$ cat src/uart_cmd_pkg.sv
package uart_cmd_pkg;

  // host command word.
  localparam int cmd_width = 16;

  // bit 15 set means write, clear means read.
  localparam int write_flag_bit = 15;

  // register address sits right below the write flag.
  localparam int addr_width = 7;

  // idle bit times between the command and data frames of a write.
  localparam int gap_bits = 2;

  // controller states.
  // deliver presents a read reply for one cycle and already takes
  // the next command.
  typedef enum logic [2:0] {
    idle,
    send_cmd,
    gap,
    send_data,
    wait_reply,
    deliver
  } cmd_state_t;

endpackage

$ cat src/uart_line_pkg.sv
package uart_line_pkg;

  // data bits carried by one serial frame.
  localparam int byte_bits = 8;

  // levels seen on the line for the start and stop bits.
  localparam logic start_level = 1'b0;
  localparam logic stop_level  = 1'b1;

  // the line rests at the stop level between frames.
  localparam logic idle_level = stop_level;

  // each frame is start, data, check bit and stop.
  localparam int frame_bits = byte_bits + 3;

  // the check bit makes the count of ones in data plus check even.
  function automatic logic even_parity(input logic [byte_bits-1:0] data);
    logic par;
    par = 1'b0;
    for (int i = 0; i < byte_bits; i++) begin
      par = par ^ data[i];
    end
    return par;
  endfunction

endpackage
$ cat src/uart_cmd_top.sv
`timescale 1ns/10ps

module uart_cmd_top #(
  parameter int clks_per_bit = 434
) (
  input  logic                                clk,
  input  logic                                rst_n,
  input  logic [uart_cmd_pkg::cmd_width-1:0]  cmd_in,
  input  logic                                cmd_vld,
  input  logic                                rx,
  output logic                                tx,
  output logic                                cmd_rdy,
  output logic [uart_line_pkg::byte_bits-1:0] read_data,
  output logic                                read_rdy,
  output logic                                parity_err
);

  import uart_line_pkg::*;

  logic                 tx_start;
  logic                 tx_busy;
  logic [byte_bits-1:0] tx_byte;
  logic [byte_bits-1:0] rx_byte;
  logic                 rx_parity_bad;
  logic                 rx_done;

  uart_cmd_ctrl #(
    .clks_per_bit(clks_per_bit)
  ) u_ctrl (
    .clk          (clk),
    .rst_n        (rst_n),
    .cmd_in       (cmd_in),
    .cmd_vld      (cmd_vld),
    .tx_busy      (tx_busy),
    .rx_byte      (rx_byte),
    .rx_parity_bad(rx_parity_bad),
    .rx_done      (rx_done),
    .cmd_rdy      (cmd_rdy),
    .tx_start     (tx_start),
    .tx_byte      (tx_byte),
    .read_data    (read_data),
    .read_rdy     (read_rdy),
    .parity_err   (parity_err)
  );

  uart_tx_frame #(
    .clks_per_bit(clks_per_bit)
  ) u_tx (
    .clk     (clk),
    .rst_n   (rst_n),
    .tx_start(tx_start),
    .tx_byte (tx_byte),
    .tx      (tx),
    .tx_busy (tx_busy)
  );

  // the receiver listens all the time and the controller picks what it needs.
  uart_rx_frame #(
    .clks_per_bit(clks_per_bit)
  ) u_rx (
    .clk          (clk),
    .rst_n        (rst_n),
    .rx           (rx),
    .rx_byte      (rx_byte),
    .rx_parity_bad(rx_parity_bad),
    .rx_done      (rx_done)
  );

endmodule

$ cat src/uart_cmd_ctrl.sv
`timescale 1ns/10ps

module uart_cmd_ctrl #(
  parameter int clks_per_bit = 434
) (
  input  logic                                clk,
  input  logic                                rst_n,
  input  logic [uart_cmd_pkg::cmd_width-1:0]  cmd_in,
  input  logic                                cmd_vld,
  input  logic                                tx_busy,
  input  logic [uart_line_pkg::byte_bits-1:0] rx_byte,
  input  logic                                rx_parity_bad,
  input  logic                                rx_done,
  output logic                                cmd_rdy,
  output logic                                tx_start,
  output logic [uart_line_pkg::byte_bits-1:0] tx_byte,
  output logic [uart_line_pkg::byte_bits-1:0] read_data,
  output logic                                read_rdy,
  output logic                                parity_err
);

  import uart_line_pkg::*;
  import uart_cmd_pkg::*;

  localparam int gap_len = gap_bits * clks_per_bit;
  localparam int gap_w   = (gap_len > 1) ? $clog2(gap_len) : 1;

  cmd_state_t           state;
  logic [gap_w-1:0]     gap_cnt;
  logic                 is_write;
  logic [byte_bits-1:0] wr_data;
  logic                 accept;
  logic                 frame_done;
  logic                 gap_done;

  // deliver shows the reply and is ready for the next command at once.
  assign cmd_rdy  = (state == idle) || (state == deliver);
  assign read_rdy = (state == deliver);
  assign accept   = cmd_rdy && cmd_vld;

  // tx_busy only rises a cycle after tx_start, so a pending start still counts as busy.
  assign frame_done = !tx_start && !tx_busy;

  // the tx_start register adds one idle cycle, so the count stops one short.
  assign gap_done = (gap_cnt == gap_w'(gap_len - 2));

  always_ff @(posedge clk or negedge rst_n) begin
    if (!rst_n) begin
      state      <= idle;
      tx_start   <= 1'b0;
      gap_cnt    <= '0;
      is_write   <= 1'b0;
      read_data  <= '0;
      parity_err <= 1'b0;
    end else begin
      tx_start <= 1'b0;
      case (state)
        idle, deliver: begin
          if (accept) begin
            state    <= send_cmd;
            tx_start <= 1'b1;
            is_write <= cmd_in[write_flag_bit];
          end else begin
            state <= idle;
          end
        end
        send_cmd: begin
          if (frame_done) begin
            gap_cnt <= '0;
            state   <= is_write ? gap : wait_reply;
          end
        end
        gap: begin
          if (gap_done) begin
            state    <= send_data;
            tx_start <= 1'b1;
          end else begin
            gap_cnt <= gap_cnt + 1'b1;
          end
        end
        send_data: begin
          if (frame_done) begin
            state <= idle;
          end
        end
        wait_reply: begin
          // rx_done is ignored in every other state.
          if (rx_done) begin
            state      <= deliver;
            read_data  <= rx_byte;
            parity_err <= rx_parity_bad;
          end
        end
        default: state <= idle;
      endcase
    end
  end

  // command byte is the write flag over the address, data byte follows for writes.
  always_ff @(posedge clk) begin
    if (accept) begin
      tx_byte <= {cmd_in[write_flag_bit], cmd_in[write_flag_bit-1 -: addr_width]};
      wr_data <= cmd_in[byte_bits-1:0];
    end else if (state == gap && gap_done) begin
      tx_byte <= wr_data;
    end
  end

endmodule

$ cat src/uart_rx_frame.sv
`timescale 1ns/10ps

module uart_rx_frame #(
  parameter int clks_per_bit = 434
) (
  input  logic                                clk,
  input  logic                                rst_n,
  input  logic                                rx,
  output logic [uart_line_pkg::byte_bits-1:0] rx_byte,
  output logic                                rx_parity_bad,
  output logic                                rx_done
);

  import uart_line_pkg::*;

  localparam int cnt_w = (clks_per_bit > 1) ? $clog2(clks_per_bit) : 1;
  localparam int half  = clks_per_bit / 2;
  localparam int idx_w = $clog2(byte_bits + 1);

  typedef enum logic [1:0] {
    rx_idle,
    rx_start,
    rx_bits,
    rx_stop
  } rx_state_t;

  rx_state_t            state;
  logic                 rx_meta;
  logic                 rx_sync;
  logic                 rx_prev;
  logic [cnt_w-1:0]     clk_cnt;
  logic [idx_w-1:0]     bit_idx;    // data bits first, then the check bit.
  logic [byte_bits-1:0] data_q;
  logic                 par_q;
  logic                 mid_start;
  logic                 bit_end;

  assign mid_start = (clk_cnt == cnt_w'(half - 1));
  assign bit_end   = (clk_cnt == cnt_w'(clks_per_bit - 1));

  // two flops bring the line into the clock domain.
  always_ff @(posedge clk or negedge rst_n) begin
    if (!rst_n) begin
      rx_meta <= idle_level;
      rx_sync <= idle_level;
      rx_prev <= idle_level;
    end else begin
      rx_meta <= rx;
      rx_sync <= rx_meta;
      rx_prev <= rx_sync;
    end
  end

  always_ff @(posedge clk or negedge rst_n) begin
    if (!rst_n) begin
      state   <= rx_idle;
      clk_cnt <= '0;
      bit_idx <= '0;
      rx_done <= 1'b0;
    end else begin
      rx_done <= 1'b0;
      case (state)
        rx_idle: begin
          clk_cnt <= '0;
          if (rx_prev == idle_level && rx_sync == start_level) begin
            state <= rx_start;
          end
        end
        rx_start: begin
          if (mid_start) begin
            clk_cnt <= '0;
            bit_idx <= '0;
            // a line that is back high here was only a glitch.
            state   <= (rx_sync == start_level) ? rx_bits : rx_idle;
          end else begin
            clk_cnt <= clk_cnt + 1'b1;
          end
        end
        rx_bits: begin
          if (bit_end) begin
            clk_cnt <= '0;
            bit_idx <= bit_idx + 1'b1;
            if (bit_idx == idx_w'(byte_bits)) begin
              state <= rx_stop;
            end
          end else begin
            clk_cnt <= clk_cnt + 1'b1;
          end
        end
        rx_stop: begin
          if (bit_end) begin
            clk_cnt <= '0;
            rx_done <= 1'b1;              // middle of the stop bit.
            state   <= rx_idle;
          end else begin
            clk_cnt <= clk_cnt + 1'b1;
          end
        end
        default: state <= rx_idle;
      endcase
    end
  end

  // sampled bits and the finished byte.
  always_ff @(posedge clk) begin
    if (state == rx_bits && bit_end) begin
      if (bit_idx < idx_w'(byte_bits)) begin
        data_q <= {rx_sync, data_q[byte_bits-1:1]};   // lsb arrives first.
      end else begin
        par_q <= rx_sync;
      end
    end
    if (state == rx_stop && bit_end) begin
      rx_byte       <= data_q;
      rx_parity_bad <= (par_q != even_parity(data_q));
    end
  end

endmodule

$ cat src/uart_tx_frame.sv
`timescale 1ns/10ps

module uart_tx_frame #(
  parameter int clks_per_bit = 434
) (
  input  logic                                clk,
  input  logic                                rst_n,
  input  logic                                tx_start,
  input  logic [uart_line_pkg::byte_bits-1:0] tx_byte,
  output logic                                tx,
  output logic                                tx_busy
);

  import uart_line_pkg::*;

  localparam int cnt_w = (clks_per_bit > 1) ? $clog2(clks_per_bit) : 1;
  localparam int idx_w = $clog2(frame_bits);

  logic [cnt_w-1:0]     clk_cnt;
  logic [idx_w-1:0]     bit_idx;   // 0 is the start bit, frame_bits-1 the stop bit.
  logic [byte_bits+1:0] shift_q;   // data, check bit and stop still to be sent.
  logic                 bit_end;
  logic                 load;

  assign bit_end = (clk_cnt == cnt_w'(clks_per_bit - 1));
  assign load    = tx_start && !tx_busy;

  always_ff @(posedge clk or negedge rst_n) begin
    if (!rst_n) begin
      tx      <= idle_level;
      tx_busy <= 1'b0;
      clk_cnt <= '0;
      bit_idx <= '0;
    end else if (!tx_busy) begin
      if (tx_start) begin
        tx      <= start_level;       // start bit goes out right away.
        tx_busy <= 1'b1;
        clk_cnt <= '0;
        bit_idx <= '0;
      end
    end else if (bit_end) begin
      clk_cnt <= '0;
      if (bit_idx == idx_w'(frame_bits - 1)) begin
        // the stop bit has run its full period and the line stays high.
        tx_busy <= 1'b0;
      end else begin
        tx      <= shift_q[0];
        bit_idx <= bit_idx + 1'b1;
      end
    end else begin
      clk_cnt <= clk_cnt + 1'b1;
    end
  end

  // the frame tail is built once when the byte is latched.
  always_ff @(posedge clk) begin
    if (load) begin
      shift_q <= {stop_level, even_parity(tx_byte), tx_byte};
    end else if (tx_busy && bit_end) begin
      shift_q <= {idle_level, shift_q[byte_bits+1:1]};
    end
  end

endmodule

$ cat config.mk
export PLATFORM = sky130hd
export DESIGN_NAME = uart_cmd_top
export DESIGN_NICKNAME = d
export VERILOG_FILES = /design/src/uart_cmd_pkg.sv /design/src/uart_line_pkg.sv /design/src/uart_cmd_top.sv /design/src/uart_cmd_ctrl.sv /design/src/uart_rx_frame.sv /design/src/uart_tx_frame.sv
export SDC_FILE = /design/constraint.sdc
export NUM_CORES = 1
export LEC_CHECK = 0
export BUFFER_PORTS_ARGS = -buffer_cell sky130_fd_sc_hd__buf_4
export CORE_ASPECT_RATIO = 0.7
export CORE_MARGIN = 8
export CORE_UTILIZATION = 50
export CTS_BUF_LIST = sky130_fd_sc_hd__clkbuf_2
export CTS_CLUSTER_SIZE = 14
export DETAILED_ROUTE_END_ITERATION = 12
export GPL_ROUTABILITY_DRIVEN = 1
export HOLD_SLACK_MARGIN = 0.06
export MAX_ROUTING_LAYER = met4
export PLACE_DENSITY = 0.76
export SKIP_CTS_REPAIR_TIMING = 1
export SYNTH_ARGS = -nofsm -noshare
export SYNTH_HDL_FRONTEND = slang
export SYNTH_SLANG_ARGS = --single-unit
$ cat constraint.sdc
create_clock -name clk -period 5.6 [get_ports clk]
set_input_delay 0.56 -clock clk [delete_from_list [all_inputs] [get_ports clk]]
set_output_delay 0.56 -clock clk [all_outputs]
set_load 0.02 [all_outputs]
==> impl_metrics.toml, run 1 <==
[outcome]
status = "completed"

[flow_run]
drv_cap = 0

[worst_hold_path]
min_path_type = "in -> reg"

[timing]
hold_viol = 0
fin_crit_ns = 2.39
relSlewSlack = 0.293
finalMaxSlewViolations = 0
hold_ws_ns = 0.150
setup-tns-final_ns = 0
tightest_slew_ns = 1.05
max_freq_ghz = 0.418
setup_viol = 0
timing.final.crit_share = 0.427
rsz0062_at_grt = "false"
finalClockSkew_ns = 0.0317

[drt]
remaining_drc_errors = 0
vias = 2861
drt-initial-drc-count = 190
firstDrtPassIters = 4
wl_per_cell_um = 15.5
via_per_inst = 5.38
antenna_left = 0
drt_wl_total_um = 8260

[cells_and_area]
drive_gt1_frac = 0.230
n_antenna_cell = 0
ff_latch_area_sq_mm = 0.00275
area_growth_syn_to_layout_pct = 12.2
fillers = 733
multiInputGateArea_sq_mm = 0.00181
final_core_util = 0.577
finish.net_count = 434

[synthesis]
synthFlopType = "dfrtp_1"
ys_seq_area_frac = 0.589
yosysWarnings = 0
avgSynthCellArea_sq_um = 12.9
netlist_instances = 361
syn_area_sq_mm = 0.00466
synth_edf_count = 43
async_flop_share = 0.574
synth-seq-cells = 101
syn_nets = 392
synth_cell_types = 60

[power]
p_leak_nw = 2.14
peakVddDrop_mv = 0.205
p_per_area_mw_per_mm2 = 250

[clock_tree]
clock_latency_ns = 0.59
cts_htree_levels = 3
numCtsBuffers = 9
cts-root-buf = "clkbuf_2"
clock-sinks = 101
clkTransAtPathRegs_ns = 0.28
clk_path_buf_depth = 2
tritoncts = "built"

[setup_path]
path_cells = "nor2b_1 -> nor4_4 -> o21bai_1"
path_class = "reg -> reg"
path_max_fanout = 19
cp.required_ns = 5.86
crit_path_top_delay_cell = "nor4_4"
path_buf_inv = 0
cp-end-kind = "register"
max_stage_delay_ns = 0.88
crit_arrival_ns = 2.65
cp_top_family = "simple AND/OR/NAND/NOR gates"
start_kind = "register"
reg2reg_slack_ns = 3.21

[grt]
grt_pass1_wl_um = 14000
antenna_found_initial = 0
grt_pass1_vias = 2843
grt_max_degree = 59
grt_usage = 0.139
grt_overflow = 0

[floorplan]
initial_core_util = 0.514
die_h_um = 96.8
io_pins = 32
core_sq_mm = 0.00907
die_area_sq_mm = 0.0127
die_w_um = 131
num_rows = 29

[place]
numPortBuffers = 31
hpwl_um = 5810
place_congestion = 0.825
## worst paths after layout
check                                                  from                     endpoint  cells after the start
worst max-delay path            u_ctrl.state[0]$_DFFE_PN0P_  u_ctrl.tx_byte[6]$_DFFE_PP_                      3
worst min-delay path                              cmd_in[6]  u_ctrl.wr_data[6]$_DFFE_PP_                      1
worst max register to register  u_ctrl.state[0]$_DFFE_PN0P_  u_ctrl.tx_byte[6]$_DFFE_PP_                      3
worst min register to register       u_rx.rx_meta$_DFF_PN1_       u_rx.rx_sync$_DFF_PN1_                      0
max in group asynchronous                             rst_n    u_rx.state[0]$_DFFE_PN0P_                      2
min in group asynchronous                             rst_n  u_rx.bit_idx[3]$_DFFE_PN0P_                      2
## metrics by stage
stage / setup slack, ns / power, mW / std cells / instance area (sq um)
after global routing: 2.99 / 1.38 / 532 / 5230
after global placement: 3.21 / 0.929 / 507 / 5000
after CTS: 3.13 / 1.32 / 523 / 5140
after detailed placement: 3.13 / 0.935 / 507 / 5000
after floorplan: 3.74 / 0.895 / 361 / 4660
final: 3.21 / 1.31 / 532 / 5230
## logic make-up (layout without fill, tap and decap cells)
group           count (synthesis)  count (layout)  synth area share
compound gates                 45              45            0.0711
flops                         101             101             0.589
fa+ha+maj                      11              11            0.0295
buf+inv                        23              70            0.0233
mux                            31              31            0.0741
xor+xnor                       31              31            0.0582
simple gates                  119             119             0.155
## synthesized netlist by cell type, types with 2 or more instances
| cell type | instances | area (sq um) |
|---|---|---|
| dfrtp_1 | 54 | 1350 |
| edfxtp_1 | 43 | 1290 |
| nor2_1 | 31 | 116 |
| mux2_2 | 27 | 304 |
| xnor2_1 | 16 | 140 |
| xor2_1 | 15 | 131 |
| nand2_1 | 14 | 52.6 |
| nand3_1 | 14 | 70.1 |
| inv_1 | 13 | 48.8 |
| o21ai_0 | 12 | 60.1 |
| ha_1 | 11 | 138 |
| nor3_1 | 9 | 45.0 |
| nand4_1 | 8 | 50.1 |
| a21oi_1 | 7 | 35.0 |
| buf_2 | 6 | 30.0 |
| dfstp_2 | 4 | 105 |
| nor2b_1 | 4 | 25.0 |
| or3_1 | 4 | 25.0 |
| a21o_1 | 3 | 22.5 |
| a31oi_1 | 3 | 18.8 |
| and3_1 | 3 | 18.8 |
| mux2i_1 | 3 | 30.0 |
| nand4b_1 | 3 | 26.3 |
| nor3b_1 | 3 | 22.5 |
| nor4_1 | 3 | 18.8 |
| a22o_1 | 2 | 17.5 |
| a32o_1 | 2 | 20.0 |
| and2_1 | 2 | 12.5 |
| and3b_1 | 2 | 17.5 |
| and4_1 | 2 | 17.5 |
| and4b_1 | 2 | 20.0 |
| and4bb_2 | 2 | 25.0 |
| buf_4 | 2 | 15.0 |
| nand2b_1 | 2 | 12.5 |
| nand3b_1 | 2 | 15.0 |
| o21a_1 | 2 | 15.0 |
| o21ai_2 | 2 | 17.5 |
| o21bai_1 | 2 | 15.0 |
## placed cells by master, fill, tap and decap left out, types with 7 or more instances in the layout
cell type	instances
dfrtp_1	54
edfxtp_1	43
buf_4	32
nor2_1	31
mux2_2	27
xnor2_1	16
xor2_1	15
nand2_1	14
nand3_1	14
inv_1	13
o21ai_0	12
ha_1	11
nor3_1	9
clkbuf_2	9
dlygate4sd3_1	9
nand4_1	8
a21oi_1	7
## metal layers
metal	vias up	global-route usage	part of all wire
met3	7	0.0403	0.033
met4	0	0.0493	0.0058
met1	1414	0.167	0.45
li1	1403	-	-
met2	37	0.221	0.51
met5	-	-	0
## power by group
| group | switching [mW] | total (mW) | internal (mW) |
|---|---|---|---|
| sequential | 0.0365 | 0.833 | 0.797 |
| combinational | 0.0458 | 0.0929 | 0.0471 |
| clock | 0.263 | 0.383 | 0.120 |
| total | 0.345 | 1.31 | 0.964 |
## cell type report
cell class                 count  share of cell area
sequential                   101               0.525
multi-input combinational    237               0.345
timing repair buffer          41              0.0631
tap                          124              0.0297
clock inverter                 7              0.0187
inverter                      13             0.00933
clock buffer                   9             0.00861
## registers in the layout, summed over array words and instances (netlist names), 3 cells and up, named ones only
register / flops
u_ctrl.wr_data: 8
u_rx.clk_cnt: 9
u_ctrl.tx_byte: 8
u_ctrl.state: 3
u_ctrl.read_data: 8
u_tx.clk_cnt: 9
u_rx.rx_byte: 8
u_rx.bit_idx: 4
u_rx.data_q: 8
u_ctrl.gap_cnt: 10
u_tx.bit_idx: 4
u_tx.shift_q: 9
Note: power is estimated with default switching activity, not from simulation.
==> inputs of run 2 (changes only) <==
--- a/config.mk
+++ b/config.mk
@@ -15,7 +15,7 @@
 export GPL_ROUTABILITY_DRIVEN = 1
 export HOLD_SLACK_MARGIN = 0.06
 export MAX_ROUTING_LAYER = met4
-export PLACE_DENSITY = 0.76
+export PLACE_DENSITY = 0.79
 export SKIP_CTS_REPAIR_TIMING = 1
 export SYNTH_ARGS = -nofsm -noshare
 export SYNTH_HDL_FRONTEND = slang
==> constraint.sdc (replaced) <==
create_clock -name clk -period 2.1 [get_ports clk]
set_input_delay 0.21 -clock clk [delete_from_list [all_inputs] [get_ports clk]]
set_output_delay 0.21 -clock clk [all_outputs]
set_load 0.02 [all_outputs]
==> impl_metrics.toml, run 2 (same netlist as run 1, synthesis figures left out) <==
[outcome]
status = "completed"

[setup_path]
reg2reg_slack_ns = 0.14
start_kind = "register"
crit_path_top_delay_cell = "dfrtp_1"
crit_start = "u_ctrl.state[2]$_DFFE_PN0P_"
path_cells = "nor2b_2 -> nor3_2 -> buf_4"
path_class = "reg -> out"
cp.required_ns = 1.89
cp-end-kind = "output pin"
crit_arrival_ns = 1.86
r2r_start = "u_ctrl.state[2]$_DFFE_PN0P_"
path_max_fanout = 10
r2r_end = "u_ctrl.tx_byte[5]$_DFFE_PP_"
max_stage_delay_ns = 0.62
worstRegToRegCells = 2
crit_path_end = "cmd_rdy"

[clock_tree]
clock_latency_ns = 0.61
clock-sinks = 101
cts_htree_levels = 3
cts-root-buf = "clkbuf_2"
numCtsBuffers = 9
clk_path_buf_depth = 2
clkTransAtPathRegs_ns = 0.29
tritoncts = "built"

[cells_and_area]
fin_area_sq_mm = 0.00540
final_cell_mix = "dfrtp_1 (53), edfxtp_1 (43), buf_4 (42)"
area_growth_syn_to_layout_pct = 15.9
regMostFlops = "u_ctrl.gap_cnt"
drive_gt1_frac = 0.252
largest_reg_flops = 10
final_common_cell = "dfrtp_1"
finish.net_count = 454

[timing]
max_freq_ghz = 0.483
tightest_slew_ns = 0.734
fin_crit_ns = 2.07
timing.final.crit_share = 0.985
finalMaxSlewViolations = 0
setup_viol = 0
hold_viol = 0
relSlewSlack = 0.511
finalClockSkew_ns = 0.0486

[floorplan]
num_rows = 29
initial_core_util = 0.514
die_w_um = 131
die_area_sq_mm = 0.0127
die_h_um = 96.8
io_pins = 32
core_sq_mm = 0.00907

[place]
numPortBuffers = 31
hpwl_um = 5850
place_area_sq_mm = 0.00507
place_congestion = 0.864

[grt]
grt_max_degree = 59
grt_pass1_wl_um = 14000
grt_usage = 0.138
grt_pass1_vias = 2927
antenna_found_initial = 1
grt_overflow = 0

[power]
power_mw = 3.47
peakVddDrop_mv = 0.593
p_per_area_mw_per_mm2 = 642
p_leak_nw = 2.24

[drt]
wl_per_cell_um = 16.2
via_per_inst = 5.36
remaining_drc_errors = 0
drt-initial-drc-count = 241
vias = 2964
drt_wl_total_um = 8980
antenna_left = 0
firstDrtPassIters = 5

[flow_run]
drv_cap = 0

[worst_hold_path]
min_path_type = "in -> async"
==> run 2: changes by cell type in the layout (fill, tap and decap cells not counted), sizes merged <==
cell         change
buf             +10
dlygate4sd3     +10
clkinv           -2
clkbuf           +1
diode            +1
inv              +1
==> run 2: where the power goes <==
group / switching (mW) / total (mW) / internal, mW
Clock: 0.681 / 0.989 / 0.308
Combinational: 0.118 / 0.254 / 0.136
Sequential: 0.104 / 2.23 / 2.12
Total: 0.903 / 3.47 / 2.57
==> run 2: worst max-delay path: cells and delay by family, from the launching register on <==
kind / cells / cell delay [ns]
buffers and inverters: 1 / 0.17
DFF: 1 / 0.62
and+or+nand+nor: 2 / 0.46
==> run 2: final cells by class <==
| class | instances | area (sq um) |
|---|---|---|
| fillers | 712 | 3670 |
| flip-flops and latches | 101 | 2750 |
| multi-input cells | 237 | 1820 |
| repair buffers | 61 | 505 |
| well taps | 124 | 155 |
| clock inverters | 6 | 76.3 |
| clock buffers | 10 | 50.0 |
| inverters | 13 | 48.8 |
| diodes | 1 | 2.50 |
==> run 2: worst min-delay path by stage <==
stage	depth (start not counted)	slack, ns	end	startpoint
6_report	2	0.15	u_tx.clk_cnt[8]$_DFFE_PN0P_	rst_n
5_1_grt	2	0.11	u_rx.rx_meta$_DFF_PN1_	rx
3_3_place_gp	1	0.31	u_tx.clk_cnt[8]$_DFFE_PN0P_	rst_n
4_1_cts	1	-0.40	u_rx.clk_cnt[7]$_DFF_PN0_	rst_n
2_1_floorplan	0	-0.09	async pin	rst_n
3_5_place_dp	1	0.32	u_tx.clk_cnt[8]$_DFFE_PN0P_	rst_n
==> run 2: per-stage QoR <==
step | cells | hold WS, ns | util | TNS [ns] | setup slack (ns)
floorplan | 361 | -0.0856 | - | 0 | 0.241
global placement | 517 | 0.312 | 0.559 | 0 | 0.230
detailed placement | 517 | 0.320 | 0.559 | 0 | 0.153
CTS | 533 | -0.396 | 0.573 | -0.0434 | -0.0434
global route | 553 | 0.114 | 0.596 | -0.145 | -0.111
finish | 553 | 0.150 | 0.596 | 0 | 0.0311
==> run 2: metal layers <==
metal,global-route usage,wire [um],part of all wire,up-vias
met5,-,0,0,-
met4,0.0325,155,0.017,0
met3,0.0486,363,0.040,14
met2,0.214,4460,0.50,53
met1,0.171,4000,0.45,1450
li1,-,-,-,1447
